File: src/verilog/mem_subsys_params.svh
/* Address map and widths of the memory subsystem
   RAM depth and index width must agree, 4096 words need 12 index bits */
`ifndef MEM_SUBSYS_PARAMS_SVH
`define MEM_SUBSYS_PARAMS_SVH

// ==================================================
// Program RAM
// ==================================================
`define MS_RAM_BASE     32'h0001_0000
`define MS_RAM_WORDS    4096
`define MS_RAM_IDX_W    12
// Upper 18 address bits of the RAM alias at the top of memory
`define MS_WRAP_TAG     18'h3_FFFF

// ==================================================
// Debug area, tohost and APB
// ==================================================
`define MS_DBG_START    32'h0000_0200
`define MS_DBG_END      32'h0000_0FFF
`define MS_TOHOST_ADDR  32'h8000_1000
`define MS_APB_ADDR_W   13

`endif
File: src/verilog/mem_map_pkg.sv
/* Address, data and region types of the memory map */
`include "mem_subsys_params.svh"

package mem_map_pkg;

  // Byte address as issued by the core
  typedef logic [31:0] addr_t;

  // One data word
  typedef logic [31:0] word_t;

  // Word index into the unified RAM
  typedef logic [`MS_RAM_IDX_W-1:0] ram_idx_t;

  // Address on the debug module APB
  typedef logic [`MS_APB_ADDR_W-1:0] apb_addr_t;

  // Target of one core access
  typedef enum logic [1:0] {
    REG_RAM,
    REG_DEBUG,
    REG_TOHOST,
    REG_NONE
  } region_t;

endpackage

File: src/verilog/mem_bus_pkg.sv
/* Core-side and APB bundles, one request or response per struct
   Field order fixes the packed layout, keep it in step with the testbench */
package mem_bus_pkg;

  import mem_map_pkg::*;

  // Instruction fetch request
  typedef struct packed {
    addr_t addr;
    logic  rready;
  } imem_req_t;

  // Data request, read and write share the address
  typedef struct packed {
    addr_t addr;
    logic  wvalid;
    word_t wdata;
    logic  rready;
  } dmem_req_t;

  // Response back to either core port
  typedef struct packed {
    logic  rvalid;
    logic  wready;
    word_t rdata;
  } core_rsp_t;

  // APB master outputs
  typedef struct packed {
    apb_addr_t paddr;
    logic      psel;
    logic      penable;
    logic      pwrite;
    word_t     pwdata;
  } apb_req_t;

  // APB slave outputs
  typedef struct packed {
    logic  pready;
    word_t prdata;
    logic  pslverr;
  } apb_rsp_t;

endpackage

File: src/verilog/debug_apb_master.sv
/* Serves debug-area accesses of both ports, data first, one at a time
   Returns to idle whenever debug mode drops, even mid-transfer */
`timescale 1ns/100ps
`include "mem_subsys_params.svh"

module debug_apb_master
  import mem_map_pkg::*;
  import mem_bus_pkg::*;
(
  input  logic      clk,
  input  logic      reset_n,
  input  logic      i_debug_mode,
  input  imem_req_t i_imem_req,
  input  dmem_req_t i_dmem_req,
  input  region_t   i_imem_region,
  input  region_t   i_dmem_region,
  output apb_req_t  o_apb,
  input  apb_rsp_t  i_apb,
  output logic      o_done_imem,
  output logic      o_done_dmem,
  output logic      o_write,
  output word_t     o_rdata
);

  typedef enum logic [1:0] {
    ST_IDLE,
    ST_SETUP,
    ST_ACCESS
  } apb_state_t;

  apb_state_t state;
  apb_state_t state_nxt;
  logic       dmem_hit;
  logic       imem_hit;
  logic       start;
  logic       done;
  logic       owner_dmem;
  logic       pwrite_q;
  apb_addr_t  paddr_q;
  word_t      pwdata_q;

  // Debug region already implies debug mode
  assign dmem_hit = (i_dmem_region == REG_DEBUG) && (i_dmem_req.rready || i_dmem_req.wvalid);
  assign imem_hit = (i_imem_region == REG_DEBUG) && i_imem_req.rready;
  assign start    = (state == ST_IDLE) && (dmem_hit || imem_hit);
  // Error ends the transfer like a normal ready
  assign done     = (state == ST_ACCESS) && (i_apb.pready || i_apb.pslverr);

  // ==================================================
  // FSM
  // ==================================================
  always_comb
  begin
    state_nxt = state;
    case (state)
      ST_IDLE:   if (start) state_nxt = ST_SETUP;
      ST_SETUP:  state_nxt = ST_ACCESS;
      ST_ACCESS: if (done) state_nxt = ST_IDLE;
      default:   state_nxt = ST_IDLE;
    endcase
  end

  always_ff @(posedge clk or negedge reset_n)
  begin
    if (!reset_n)
    begin
      state      <= ST_IDLE;
      owner_dmem <= 1'b0;
      pwrite_q   <= 1'b0;
    end
    else if (!i_debug_mode)
      state <= ST_IDLE;
    else
    begin
      state <= state_nxt;
      if (start)
      begin
        owner_dmem <= dmem_hit;
        pwrite_q   <= dmem_hit && i_dmem_req.wvalid;
      end
    end
  end

  // Transfer address and data, taken from the winning port
  always_ff @(posedge clk)
  begin
    if (start)
    begin
      paddr_q  <= dmem_hit ? i_dmem_req.addr[`MS_APB_ADDR_W-1:0]
                           : i_imem_req.addr[`MS_APB_ADDR_W-1:0];
      pwdata_q <= i_dmem_req.wdata;
    end
  end

  // ==================================================
  // Bus outputs
  // ==================================================
  always_comb
  begin
    o_apb.paddr   = paddr_q;
    o_apb.psel    = (state != ST_IDLE);
    o_apb.penable = (state == ST_ACCESS);
    o_apb.pwrite  = pwrite_q;
    o_apb.pwdata  = pwdata_q;
  end

  assign o_done_imem = done && !owner_dmem;
  assign o_done_dmem = done && owner_dmem;
  assign o_write     = pwrite_q;
  assign o_rdata     = i_apb.prdata;

  // The owning port keeps its request up until the transfer ends
  a_owner_held: assert property (@(posedge clk) disable iff (!reset_n)
    (o_apb.psel && i_debug_mode) |-> (owner_dmem ? dmem_hit : imem_hit));

  // Only debug-area addresses reach the bus
  a_paddr_in_area: assert property (@(posedge clk) disable iff (!reset_n)
    o_apb.psel |-> (o_apb.paddr >= apb_addr_t'(`MS_DBG_START))
                   && (o_apb.paddr <= apb_addr_t'(`MS_DBG_END)));

endmodule

File: config.mk
export PLATFORM = sky130hd
export DESIGN_NAME = debug_apb_master
export DESIGN_NICKNAME = d
export VERILOG_FILES = /design/src/verilog/mem_map_pkg.sv /design/src/verilog/mem_bus_pkg.sv /design/src/verilog/debug_apb_master.sv
export VERILOG_INCLUDE_DIRS = /design/src /design/src/verilog
export SDC_FILE = /design/constraint.sdc
export NUM_CORES = 1
export LEC_CHECK = 0
export BUFFER_PORTS_ARGS = -buffer_cell sky130_fd_sc_hd__buf_2
export CAP_MARGIN = 20
export CORE_MARGIN = 4
export CORE_UTILIZATION = 30
export CTS_BUF_LIST = sky130_fd_sc_hd__clkbuf_4
export CTS_CLUSTER_DIAMETER = 40
export DETAILED_ROUTE_END_ITERATION = 16
export MAX_ROUTING_LAYER = met4
export PLACE_DENSITY = 0.72
export SLEW_MARGIN = 20
export SYNTH_ARGS = -nofsm -noshare
export SYNTH_HDL_FRONTEND = slang
export SYNTH_SLANG_ARGS = --single-unit
File: constraint.sdc
create_clock -name clk -period 4.1 [get_ports clk]
set_clock_uncertainty 0.05 [all_clocks]
set_input_delay 0.41 -clock clk [delete_from_list [all_inputs] [get_ports clk]]
set_output_delay 0.41 -clock clk [all_outputs]
set_load 0.005 [all_outputs]
# Yosys cells after proc, flatten, opt, wreduce, memory -nomap -nowiden
# Cells that the tools add are included.
# W data, S select, Z words.
[totals]
ff_bits = 49
input_bits = 140
output_inout_bits = 83
[classes]
eq_ne = 6
mux = 5
n_reduce_logical = 15
[op_table]
columns = ["op", "count"]
rows = [
  ["$mux W13", 1],
  ["$logic_and A1 B1 Y1", 7],
  ["$eq A2 B1 Y1 const B", 3],
  ["$mux W2", 3],
  ["$pmux W2 S3", 1],
  ["$reduce_and A2 Y1", 2],
  ["$logic_or A1 B1 Y1", 3],
  ["$ne A3 B2 Y1 const B", 1],
  ["$ne A3 B3 Y1 const B", 1],
  ["$eq A2 B2 Y1 const B", 1],
  ["$logic_not A2 Y1", 1],
  ["$reduce_bool A2 Y1", 1],
  ["$logic_not A1 Y1", 1],
]

# Longest topological paths before layout
# Gate-level depths: netlist of the first run.
[logic_depth]
ltp_word = 7
ltp_mapped = 4

# Worst setup path after synthesis of the first run
# OpenSTA, ideal clock, no wires.
[synth_timing]
path_type = "input-to-reg"
start = "input port i_dmem_region[0]"
end = "register paddr_q[0], enable pin"
setup_time_ps = 463
arrival_ps = 3026
required_ps = 3587
path_slack_ps = 561
stages = 4
path_buffers = 1
path_cell_list = "nor2b_4 > o21ai_4 > buf_6 > a21oi_1"
[synth_between]
elab_chain_len = 4
[synth_rtl]
columns = ["item", "line", "rtl"]
rows = [
  ["start, declared", "debug_apb_master.sv:16", "input region_t i_dmem_region,"],
  ["$eq A2 B1 Y1", "debug_apb_master.sv:43", "assign dmem_hit = (i_dmem_region == REG_DEBUG) && (i_dmem_req.rready || i_dmem_req.wvalid);"],
  ["$logic_and A1 B1 Y1", "debug_apb_master.sv:43", ""],
  ["$logic_or A1 B1 Y1", "debug_apb_master.sv:45", "assign start = (state == ST_IDLE) && (dmem_hit || imem_hit);"],
  ["$logic_and A1 B1 Y1", "debug_apb_master.sv:45", ""],
  ["via start", "debug_apb_master.sv:35", "logic start;"],
  ["end signal, assigned", "debug_apb_master.sv:89", "paddr_q <= dmem_hit ? i_dmem_req.addr[`MS_APB_ADDR_W-1:0]"],
  ["end, declared", "debug_apb_master.sv:39", "apb_addr_t paddr_q;"],
]
# The timed path passes the listed nets, and every way through them passes these cells.
# A chain may end at the register's enable or synchronous reset.

# Worst setup path in the final report of the first run
[layout_timing]
start = "register state[1]"
end = "register pwdata_q[14], enable pin"
[layout_between]
elab_chain_len = 2
[layout_rtl]
columns = ["item", "line", "rtl"]
rows = [
  ["start, declared", "debug_apb_master.sv:31", "apb_state_t state;"],
  ["start signal, assigned", "debug_apb_master.sv:75", "state <= state_nxt;"],
  ["$logic_not A2 Y1", "debug_apb_master.sv:45", ""],
  ["$logic_and A1 B1 Y1", "debug_apb_master.sv:45", ""],
  ["via start", "debug_apb_master.sv:35", ""],
  ["end signal, assigned", "debug_apb_master.sv:91", "pwdata_q <= i_dmem_req.wdata;"],
  ["end, declared", "debug_apb_master.sv:40", "word_t pwdata_q;"],
]
# The timed path passes the listed nets, and every way through them passes these cells.

==> run_summary.xml, run 1 <==
<?xml version="1.0" encoding="UTF-8"?>
<metrics>
  <group name="floorplanning">
    <metric name="initial_utilization" unit="">0.314</metric>
    <metric name="floorplan.core_area" unit="mm²">0.00646</metric>
    <metric name="die_area" unit="mm²">0.00814</metric>
    <metric name="fp.dieH" unit="µm">90.2</metric>
    <metric name="die_w" unit="µm">90.2</metric>
    <metric name="std_cell_rows" unit="">29</metric>
    <metric name="top_level_ports" unit="">223</metric>
  </group>
  <group name="cts">
    <metric name="postCtsSetupBuffers" unit="">0</metric>
    <metric name="cts_num_sinks" unit="">49</metric>
    <metric name="worst_skew_pair.late_latency" unit="ns">0.35</metric>
    <metric name="cts-buffers-inserted" unit="">5</metric>
    <metric name="clkTransAtPathRegs" unit="ns">0.14</metric>
    <metric name="ctsRootBufferMaster" unit="">clkbuf_4</metric>
    <metric name="tritoncts" unit="">built</metric>
    <metric name="clock_tree.buffer_depth" unit="">2</metric>
    <metric name="htreeDepth" unit="">2</metric>
  </group>
  <group name="grt">
    <metric name="grt.overflow.total" unit="">0</metric>
    <metric name="maximum_number_of_pins_on_one_net_before_global_route_repair" unit="">26</metric>
    <metric name="first_global_vias" unit="">1365</metric>
    <metric name="grt_pass1_wl" unit="µm">6640</metric>
    <metric name="antenna_found_initial" unit="">0</metric>
    <metric name="total_global_route_track_usage" unit="">0.107</metric>
  </group>
  <group name="synth">
    <metric name="synth_cell_types" unit="">20</metric>
    <metric name="synth_largest_area_cell" unit="">edfxtp_1</metric>
    <metric name="synth_area_per_cell" unit="µm²">17.2</metric>
    <metric name="syn-num-nets" unit="">258</metric>
    <metric name="yosys_warnings" unit="">0</metric>
    <metric name="yosys_register_bits" unit="">49</metric>
    <metric name="synth_seq_area_share" unit="">0.716</metric>
    <metric name="ys_top_cells_by_area" unit="">edfxtp_1, buf_4, mux2_4, dfrtp_1, mux2_2</metric>
    <metric name="top_area_cell_type_share_of_the_netlist_area" unit="">0.666</metric>
    <metric name="netlist_area_pre_place" unit="mm²">0.00203</metric>
    <metric name="synthCells" unit="">118</metric>
  </group>
  <group name="finish">
    <metric name="layout.cell_area.non_filler" unit="mm²">0.00257</metric>
    <metric name="antenna_cells_inserted" unit="">0</metric>
    <metric name="drive_gt1_frac" unit="">0.682</metric>
    <metric name="area_overhead_of_the_layout_relative_to_synthesis" unit="%">26.9</metric>
    <metric name="finish.net_count" unit="">353</metric>
  </group>
  <group name="detailed_routing">
    <metric name="drtAntennaViolNets" unit="">0</metric>
    <metric name="routed-via-count" unit="">1260</metric>
    <metric name="detail_route.wirelength" unit="µm">4200</metric>
    <metric name="drtPass1Iterations" unit="">4</metric>
    <metric name="number_of_design_rule_violations_left_after_detail_routing" unit="">0</metric>
    <metric name="drt-vias-per-instance" unit="">4.33</metric>
    <metric name="dr.first_iter.drc_count" unit="">13</metric>
    <metric name="post_drt_wl_per_cell" unit="µm">14.4</metric>
  </group>
  <group name="worst_setup_path">
    <metric name="cp.arrival" unit="ns">2.13</metric>
    <metric name="worstSetupPathType" unit="">register to register</metric>
    <metric name="worstSetupStartpointType" unit="">register</metric>
    <metric name="setup.worst_path.end_class" unit="">register</metric>
    <metric name="worst_ep_required_time" unit="ns">4.09</metric>
    <metric name="critPathMaxFanout" unit="">25</metric>
  </group>
  <group name="power_and_ir_drop">
    <metric name="power_density_of_the_placed_cells" unit="mW/mm²">386</metric>
    <metric name="worst_ir_drop_vdd" unit="V">0.000146</metric>
    <metric name="leakagePower" unit="µW">0.00114</metric>
  </group>
  <group name="sta">
    <metric name="finalCritPeriodShare" unit="">0.523</metric>
    <metric name="fmax" unit="GHz">0.466</metric>
    <metric name="setup_repair_after_global_routing_missed_its_margin" unit="">no</metric>
    <metric name="report.final.hold_viol_count" unit="">0</metric>
    <metric name="report.final.slew_viol_count" unit="">0</metric>
    <metric name="summed_negative_setup_slack_over_all_endpoints" unit="ns">0</metric>
    <metric name="min_period" unit="ns">2.14</metric>
    <metric name="finalWorstSetupSlack" unit="ns">1.96</metric>
    <metric name="maxSlewHeadroom" unit="">0.520</metric>
    <metric name="final-setup-viol-count" unit="">0</metric>
    <metric name="timing_worst_slew_pin_value" unit="ns">0.718</metric>
  </group>
  <group name="placement">
    <metric name="detailed_place.area" unit="mm²">0.00248</metric>
    <metric name="detailedPlace.worstSlack" unit="ns">1.71</metric>
    <metric name="hpwl" unit="µm">3310</metric>
    <metric name="port-buffer-count" unit="">120</metric>
    <metric name="gp_congestion" unit="">0.618</metric>
  </group>
  <group name="outcome">
    <metric name="run_status" unit="">complete, no violations</metric>
  </group>
  <group name="run">
    <metric name="max-cap-violations" unit="">0</metric>
  </group>
  <group name="hold_path">
    <metric name="hold_path.class" unit="">primary input to register</metric>
  </group>
</metrics>
==> routing by layer <==
layer  share of wire  track usage  vias up
met5               0            -        -
met4           0.032       0.0587        0
met3            0.11       0.0451       25
met2            0.48        0.174       90
met1            0.37        0.111      562
li1                -            -      583
==> where the power goes <==
group	internal (µW)	switching [µW]	leakage (µW)
sequential	587	10.1	0.000472
clock	126	150	0.0000389
combinational	65.6	55.3	0.000633
total	779	215	0.00114
==> synth_stat cells (all sizes together) <==
| library cell | count |
|---|---|
| buf | 34 |
| or3b | 1 |
| inv | 2 |
| mux2i | 1 |
| o22ai | 1 |
| nand3b | 2 |
| nor3 | 1 |
| a21oi | 3 |
| dfrtp | 4 |
| nor2b | 3 |
| nand2 | 1 |
| mux2 | 13 |
| or2 | 1 |
| edfxtp | 45 |
| o21ai | 4 |
| nor2 | 2 |
==> cell families after synthesis <==
family / after synthesis / share of synthesized area
simple gates: 11 / 0.0370
compound gates: 8 / 0.0259
flops: 49 / 0.716
mux: 14 / 0.0901
buf+inv: 36 / 0.131
==> placed cells by master (no fill, tap or decap) <==
cell / count
a21oi_1: 2
a21oi_4: 1
buf_2: 120
buf_4: 1
bufinv_16: 1
clkbuf_4: 5
clkinv_1: 1
clkinvlp_4: 1
dfrtp_1: 4
dlygate4sd3_1: 1
edfxtp_1: 45
inv_1: 2
mux2_2: 6
mux2_4: 7
mux2i_1: 1
nand2_1: 1
nand3b_1: 2
nor2_1: 2
nor2b_1: 2
nor2b_4: 1
nor3_1: 1
o21ai_0: 3
o21ai_4: 1
o22ai_1: 1
or2_2: 1
or3b_4: 1
==> timing repair <==
action | CTS | global route
hold buffers | 1 | 0
endpoints found under the hold margin | 4 | 0
gates resized for setup | 0 | 0
==> final cells by class <==
cell class	count	area (µm²)
flip-flops and latches	49	1450
inverters	2	7.51
fillers	642	3880
well taps	77	96.3
multi-input cells	33	322
clock buffers	5	37.5
clock inverters	3	41.3
repair buffers	122	618
==> flip-flops by register name, indices dropped and copies added, names as in the netlist <==
signal,count
pwdata_q,32
paddr_q,13
state,2
o_write,1
owner_dmem,1
==> critical path: stages, from the launching register on <==
cell and delay (ns):
dfrtp_1 0.44, or2_2 0.34, a21oi_4 0.57, buf_4 0.43
==> through the flow <==
step	utilization	hold slack, ns	total power [µW]	instances
floorplan	-	0.0644	686	118
global placement	0.385	0.169	729	282
detailed placement	0.385	0.172	733	282
CTS	0.398	0.140	1020	291
global route	0.398	0.128	1050	291
finish	0.398	0.169	994	291
==> path summary, 6_finish.rpt <==
check / startpoint / endpoint / slack (ns) / cells after the start
worst min register to register: owner_dmem$_DFFE_PN0P_ / owner_dmem$_DFFE_PN0P_ / 0.51 / 2
min in group asynchronous: reset_n / state[1]$_DFFE_PN0P_ / 0.33 / 2
worst max-delay path: state[1]$_DFFE_PN0P_ / pwdata_q[14]$_DFFE_PP_ / 1.96 / 3
worst min-delay path: i_dmem_req[12] / pwdata_q[11]$_DFFE_PP_ / 0.17 / 1
worst max register to register: state[1]$_DFFE_PN0P_ / pwdata_q[14]$_DFFE_PP_ / 1.96 / 3
max in group asynchronous: reset_n / o_write$_DFFE_PN0P_ / 3.55 / 2
No activity file was read; power rests on OpenSTA's default activity.
==> inputs of run 2 (changes only) <==
- clock period: 4.1 -> 2 ns (I/O delays scaled with it)
==> run 2 against run 1 <==
  * Die area is the same
  * Via count is 12% higher
  * Largest power group unchanged
  * Total power up 110%
  * Largest cell class unchanged
  * Sequential share of layout area decreased by 6.5 points
  * Combinational power rose to 2.6 times the previous value
==> run_summary.xml, run 2 (synthesized netlist as in run 1, its figures left out) <==
<?xml version="1.0" encoding="UTF-8"?>
<metrics>
  <group name="outcome">
    <metric name="run_status" unit="">complete, no violations</metric>
  </group>
  <group name="cts">
    <metric name="clock_tree.buffer_depth" unit="">2</metric>
    <metric name="tritoncts" unit="">built</metric>
    <metric name="ctsRootBufferMaster" unit="">clkbuf_4</metric>
    <metric name="worst_skew_pair.late_latency" unit="ns">0.34</metric>
    <metric name="htreeDepth" unit="">2</metric>
    <metric name="clkTransAtPathRegs" unit="ns">0.13</metric>
    <metric name="cts_num_sinks" unit="">49</metric>
    <metric name="post_cts_resized" unit="">0</metric>
    <metric name="cts-buffers-inserted" unit="">5</metric>
    <metric name="postCtsSetupBuffers" unit="">0</metric>
  </group>
  <group name="detailed_routing">
    <metric name="post_drt_wl_per_cell" unit="µm">15.1</metric>
    <metric name="drt-vias-per-instance" unit="">4.39</metric>
    <metric name="number_of_design_rule_violations_left_after_detail_routing" unit="">0</metric>
    <metric name="drtAntennaViolNets" unit="">0</metric>
    <metric name="detail_route.wirelength" unit="µm">4870</metric>
    <metric name="routed-via-count" unit="">1417</metric>
    <metric name="drtPass1Iterations" unit="">2</metric>
    <metric name="dr.first_iter.drc_count" unit="">15</metric>
  </group>
  <group name="finish">
    <metric name="antenna_cells_inserted" unit="">0</metric>
    <metric name="max_flop_register" unit="">pwdata_q</metric>
    <metric name="area_overhead_of_the_layout_relative_to_synthesis" unit="%">43.4</metric>
    <metric name="layout.cells.most_common_list" unit="">buf_2, edfxtp_1, dlygate4sd3_1</metric>
    <metric name="filler_cell_count" unit="">594</metric>
    <metric name="top_registers" unit="">pwdata_q (32), paddr_q (13), state (2)</metric>
    <metric name="mostFrequentLayoutCell" unit="">buf_2</metric>
    <metric name="max_ffs_per_register" unit="">32</metric>
    <metric name="finish.net_count" unit="">386</metric>
    <metric name="drive_gt1_frac" unit="">0.598</metric>
    <metric name="stdcell_count" unit="">323</metric>
  </group>
  <group name="sta">
    <metric name="min_period" unit="ns">1.59</metric>
    <metric name="summed_negative_setup_slack_over_all_endpoints" unit="ns">0</metric>
    <metric name="finalCritPeriodShare" unit="">0.796</metric>
    <metric name="report.final.slew_viol_count" unit="">0</metric>
    <metric name="report.final.hold_viol_count" unit="">0</metric>
    <metric name="setup_repair_after_global_routing_missed_its_margin" unit="">no</metric>
    <metric name="final-setup-viol-count" unit="">0</metric>
    <metric name="timing_worst_slew_pin_value" unit="ns">0.614</metric>
    <metric name="fmax" unit="GHz">0.628</metric>
    <metric name="finalWorstSetupSlack" unit="ns">0.407</metric>
    <metric name="hold-worst-slack" unit="ns">0.0300</metric>
    <metric name="maxSlewHeadroom" unit="">0.589</metric>
  </group>
  <group name="floorplanning">
    <metric name="std_cell_rows" unit="">29</metric>
    <metric name="die_w" unit="µm">90.2</metric>
    <metric name="initial_utilization" unit="">0.314</metric>
    <metric name="die_area" unit="mm²">0.00814</metric>
    <metric name="floorplan.core_area" unit="mm²">0.00646</metric>
    <metric name="top_level_ports" unit="">223</metric>
    <metric name="fp.dieH" unit="µm">90.2</metric>
  </group>
  <group name="run">
    <metric name="max-cap-violations" unit="">0</metric>
  </group>
  <group name="grt">
    <metric name="grt.overflow.total" unit="">0</metric>
    <metric name="antenna_found_initial" unit="">0</metric>
    <metric name="maximum_number_of_pins_on_one_net_before_global_route_repair" unit="">27</metric>
    <metric name="total_global_route_track_usage" unit="">0.125</metric>
    <metric name="first_global_vias" unit="">1544</metric>
    <metric name="grt_pass1_wl" unit="µm">7890</metric>
  </group>
  <group name="power_and_ir_drop">
    <metric name="worst_ir_drop_vdd" unit="V">0.000371</metric>
    <metric name="leakagePower" unit="µW">0.00129</metric>
    <metric name="report.power.total" unit="µW">2080</metric>
    <metric name="power_density_of_the_placed_cells" unit="mW/mm²">716</metric>
  </group>
  <group name="placement">
    <metric name="place.detailed.instances" unit="">283</metric>
    <metric name="detailedPlace.worstSlack" unit="ns">0.413</metric>
    <metric name="port-buffer-count" unit="">120</metric>
    <metric name="hpwl" unit="µm">3510</metric>
    <metric name="gp_congestion" unit="">0.730</metric>
  </group>
  <group name="worst_setup_path">
    <metric name="r2r_slack" unit="ns">0.41</metric>
    <metric name="worst_ep_required_time" unit="ns">1.99</metric>
    <metric name="worstSetupStartpointType" unit="">register</metric>
    <metric name="worstSetupPathType" unit="">register to register</metric>
    <metric name="setup.worst_path.end_class" unit="">register</metric>
    <metric name="cp.arrival" unit="ns">1.58</metric>
    <metric name="critPathMaxFanout" unit="">19</metric>
  </group>
  <group name="hold_path">
    <metric name="hold_path.class" unit="">primary input to register</metric>
  </group>
</metrics>
## run 2: changes by cell type in the layout (fill, tap and decap cells not counted), sizes merged
| cell | delta |
|---|---|
| dlygate4sd3 | +32 |
| buf | +1 |
| clkinvlp | -1 |
## run 2: worst max-delay path, stage by stage, from the launching register on
cell and delay [ns]:
dfrtp_1 0.43, or2_2 0.34, a21oi_4 0.16, buf_4 0.30
## run 2: final timing paths
check / cells after the start / end / from
worst min-delay path: 2 / state[1]$_DFFE_PN0P_ / i_debug_mode
min in group asynchronous: 2 / state[1]$_DFFE_PN0P_ / reset_n
worst max-delay path: 3 / pwdata_q[11]$_DFFE_PP_ / state[1]$_DFFE_PN0P_
worst max register to register: 3 / pwdata_q[11]$_DFFE_PP_ / state[1]$_DFFE_PN0P_
max in group asynchronous: 2 / owner_dmem$_DFFE_PN0P_ / reset_n
worst min register to register: 2 / owner_dmem$_DFFE_PN0P_ / owner_dmem$_DFFE_PN0P_
## run 2: routing by layer
layer  vias up  GRT usage  routed length [µm]
met5         -          -                   0
met4         0     0.0548                 136
met3        30     0.0426                 417
met2        91      0.210                2410
met1       648      0.135                1910
li1        648          -                   -
## run 2: report_power, final
group | internal (µW) | total [µW] | switching, µW | leakage [µW]
combinational | 182 | 309 | 127 | 0.000775
sequential | 1200 | 1230 | 23.5 | 0.000472
clock | 255 | 545 | 290 | 0.0000410
## run 2: cell type report
cell class	count	area, µm²	area share
inverters	2	7.51	0.00258
flip-flops and latches	49	1450	0.499
well taps	77	96.3	0.0331
clock inverters	2	35.0	0.0120
clock buffers	5	37.5	0.0129
repair buffers	155	958	0.330
multi-input cells	33	322	0.111
## run 2: metrics by stage
| stage | util | instance area (µm²) |
|---|---|---|
| finish | 0.450 | 2910 |
| global route | 0.450 | 2910 |
| CTS | 0.450 | 2910 |
| detailed placement | 0.388 | 2500 |
| global placement | 0.388 | 2500 |
| floorplan | - | 2040 |
## run 2: timing repair
action	4_1_cts	5_1_grt
endpoints found under the setup margin	0	0
hold endpoints to repair	36	0
hold buffers	33	0
==> inputs of run 3 (changes only) <==
- PLACE_DENSITY: 0.72 -> 0.75
- clock period: 2 -> 1.4 ns (I/O delays scaled with it)
==> run 3 against run 2 <==
  * The run now ends with negative setup slack left
  * Register-to-register slack worse by 0.47 ns
  * Sequential power is 43% higher
  * Non-clock buffer count rose by 21
  * Clock power grew 48%
  * Cell area rose by 11%
  * Routed wire length up 11%
  * Final cell count rose by 6.8%
  * Worst hold slack improved by 0.0034 ns
  * First-iteration DRC count up 33%
  * Critical path depth grew 1
  * Sequential share of layout area fell by 4.8 points
==> run_summary.xml, run 3 (synthesized netlist as in run 1, its figures left out) <==
<?xml version="1.0" encoding="UTF-8"?>
<metrics>
  <group name="outcome">
    <metric name="run_status" unit="">finished, violations left</metric>
    <metric name="failed_checks" unit="">negative setup slack</metric>
  </group>
  <group name="floorplanning">
    <metric name="top_level_ports" unit="">223</metric>
    <metric name="floorplan.core_area" unit="mm²">0.00646</metric>
    <metric name="die_w" unit="µm">90.2</metric>
    <metric name="die_area" unit="mm²">0.00814</metric>
    <metric name="initial_utilization" unit="">0.314</metric>
    <metric name="std_cell_rows" unit="">29</metric>
    <metric name="fp.dieH" unit="µm">90.2</metric>
  </group>
  <group name="placement">
    <metric name="port-buffer-count" unit="">120</metric>
    <metric name="gp_congestion" unit="">0.745</metric>
    <metric name="hpwl" unit="µm">3560</metric>
    <metric name="place.detailed.instances" unit="">288</metric>
  </group>
  <group name="finish">
    <metric name="mostFrequentLayoutCell" unit="">buf_2</metric>
    <metric name="drive_gt1_frac" unit="">0.619</metric>
    <metric name="top_registers" unit="">pwdata_q (32), paddr_q (13), state (2)</metric>
    <metric name="layout.cells.most_common_list" unit="">buf_2, edfxtp_1, dlygate4sd3_1</metric>
    <metric name="max_flop_register" unit="">pwdata_q</metric>
    <metric name="max_ffs_per_register" unit="">32</metric>
    <metric name="finish.net_count" unit="">407</metric>
    <metric name="filler_cell_count" unit="">559</metric>
    <metric name="antenna_cells_inserted" unit="">0</metric>
    <metric name="area_overhead_of_the_layout_relative_to_synthesis" unit="%">58.7</metric>
    <metric name="seq_area" unit="mm²">0.00145</metric>
    <metric name="multi_input_area" unit="µm²">339</metric>
    <metric name="stdcell_count" unit="">345</metric>
  </group>
  <group name="sta">
    <metric name="finalCritPeriodShare" unit="">1.04</metric>
    <metric name="finalWorstSetupSlack" unit="ns">-0.0621</metric>
    <metric name="final-setup-viol-count" unit="">50</metric>
    <metric name="timing_worst_slew_pin_value" unit="ns">0.307</metric>
    <metric name="maxSlewHeadroom" unit="">0.795</metric>
    <metric name="report.final.hold_viol_count" unit="">0</metric>
    <metric name="fmax" unit="GHz">0.684</metric>
    <metric name="setup_repair_after_global_routing_missed_its_margin" unit="">yes</metric>
    <metric name="min_period" unit="ns">1.46</metric>
    <metric name="report.final.slew_viol_count" unit="">0</metric>
  </group>
  <group name="worst_setup_path">
    <metric name="cp.arrival" unit="ns">1.50</metric>
    <metric name="crit_path_cell_trace" unit="">or2_4, a21oi_4, buf_12, clkbuf_16</metric>
    <metric name="setup.worst_path.end_class" unit="">register</metric>
    <metric name="critPathMaxFanout" unit="">8</metric>
    <metric name="worstSetupPathType" unit="">register to register</metric>
    <metric name="worst_ep_required_time" unit="ns">1.44</metric>
    <metric name="critical-path-max-stage-delay" unit="ns">0.42</metric>
    <metric name="critical_path.slowest_cell" unit="">dfrtp_1</metric>
    <metric name="critical-path-top-delay-family" unit="">flip-flops</metric>
    <metric name="worstSetupStartpointType" unit="">register</metric>
    <metric name="cp.buffers_inverters" unit="">2</metric>
  </group>
  <group name="grt">
    <metric name="total_global_route_track_usage" unit="">0.132</metric>
    <metric name="grt.overflow.total" unit="">0</metric>
    <metric name="antenna_found_initial" unit="">0</metric>
    <metric name="first_global_vias" unit="">1564</metric>
    <metric name="grt_pass1_wl" unit="µm">8220</metric>
    <metric name="maximum_number_of_pins_on_one_net_before_global_route_repair" unit="">18</metric>
  </group>
  <group name="cts">
    <metric name="cts-buffers-inserted" unit="">5</metric>
    <metric name="worst_skew_pair.late_latency" unit="ns">0.34</metric>
    <metric name="htreeDepth" unit="">2</metric>
    <metric name="clkTransAtPathRegs" unit="ns">0.14</metric>
    <metric name="ctsRootBufferMaster" unit="">clkbuf_4</metric>
    <metric name="cts_num_sinks" unit="">49</metric>
    <metric name="clock_tree.buffer_depth" unit="">2</metric>
    <metric name="tritoncts" unit="">built</metric>
  </group>
  <group name="detailed_routing">
    <metric name="number_of_design_rule_violations_left_after_detail_routing" unit="">0</metric>
    <metric name="drtPass1Iterations" unit="">4</metric>
    <metric name="post_drt_wl_per_cell" unit="µm">15.6</metric>
    <metric name="dr.first_iter.drc_count" unit="">20</metric>
    <metric name="routed-via-count" unit="">1490</metric>
    <metric name="drtAntennaViolNets" unit="">0</metric>
    <metric name="drt-vias-per-instance" unit="">4.32</metric>
    <metric name="detail_route.wirelength" unit="µm">5390</metric>
  </group>
  <group name="power_and_ir_drop">
    <metric name="worst_ir_drop_vdd" unit="V">0.000564</metric>
    <metric name="leakagePower" unit="µW">0.00143</metric>
    <metric name="power_density_of_the_placed_cells" unit="mW/mm²">971</metric>
    <metric name="report.power.total" unit="µW">3130</metric>
  </group>
  <group name="hold_path">
    <metric name="hold_path.class" unit="">primary input to register</metric>
  </group>
  <group name="run">
    <metric name="max-cap-violations" unit="">0</metric>
  </group>
</metrics>
## run 3: changes by cell type in the layout (fill, tap and decap cells not counted), sizes merged
cell         before  now
buf             122  135
clkbuf            5    8
clkinvlp          0    1
dlygate4sd3      33   38
## run 3: layout make-up
| class | instances | share of cell area |
|---|---|---|
| timing repair buffer | 176 | 0.387 |
| sequential | 49 | 0.451 |
| inverter | 2 | 0.00233 |
| tap | 77 | 0.0299 |
| clock buffer | 5 | 0.0117 |
| clock inverter | 3 | 0.0128 |
| multi-input combinational | 33 | 0.105 |
## run 3: per-layer routing
| metal | vias to the layer above | wire length [µm] | track usage |
|---|---|---|---|
| met4 | 0 | 175 | 0.0625 |
| li1 | 694 | - | - |
| met1 | 673 | 2010 | 0.136 |
| met5 | - | 0 | - |
| met3 | 26 | 475 | 0.0459 |
| met2 | 97 | 2720 | 0.227 |
## run 3: stage by stage
stage	setup WS (ns)	hold WS, ns	instance area (µm²)	util	TNS [ns]
CTS	-0.0909	0.00253	3090	0.478	-2.36
global placement	0.000685	-0.102	2570	0.398	0
detailed placement	-0.0126	-0.0955	2570	0.398	-0.318
global route	-0.150	0.00348	3220	0.498	-4.70
finish	-0.0621	0.0333	3220	0.498	-2.16
floorplan	-0.486	-0.206	2040	-	-21.89
## run 3: worst register-to-register path, cell delays in order (launching register included)
cell       delay (ns)
dfrtp_1          0.42
or2_4            0.27
a21oi_4          0.15
buf_12           0.16
clkbuf_16        0.15
## run 3: power breakdown
part / total [µW] / internal [µW] / switching (µW)
logic: 564 / 356 / 208
clock network: 806 / 370 / 436
registers: 1760 / 1720 / 35.7
## run 3: repair_timing
| item | CTS | global route |
|---|---|---|
| setup endpoints to repair | 30 | 50 |
| resized for setup | 9 | 3 |
| hold buffers | 34 | 4 |
| cloned | 1 | 3 |
| pin swaps | 3 | 2 |
| setup buffers | 4 | 4 |
| endpoints found under the hold margin | 37 | 3 |
## run 3: worst paths after layout
kind	from	endpoint	slack, ns	cells past startpoint
worst max-delay path	state[1]$_DFFE_PN0P_	pwdata_q[20]$_DFFE_PP_	-0.06	4
worst min-delay path	i_dmem_req[35]	paddr_q[1]$_DFFE_PP_	0.03	2
worst min register to register	owner_dmem$_DFFE_PN0P_	owner_dmem$_DFFE_PN0P_	0.50	2
max in group asynchronous	reset_n	o_write$_DFFE_PN0P_	1.13	2
min in group asynchronous	reset_n	owner_dmem$_DFFE_PN0P_	0.06	2
worst max register to register	state[1]$_DFFE_PN0P_	pwdata_q[20]$_DFFE_PP_	-0.06	4
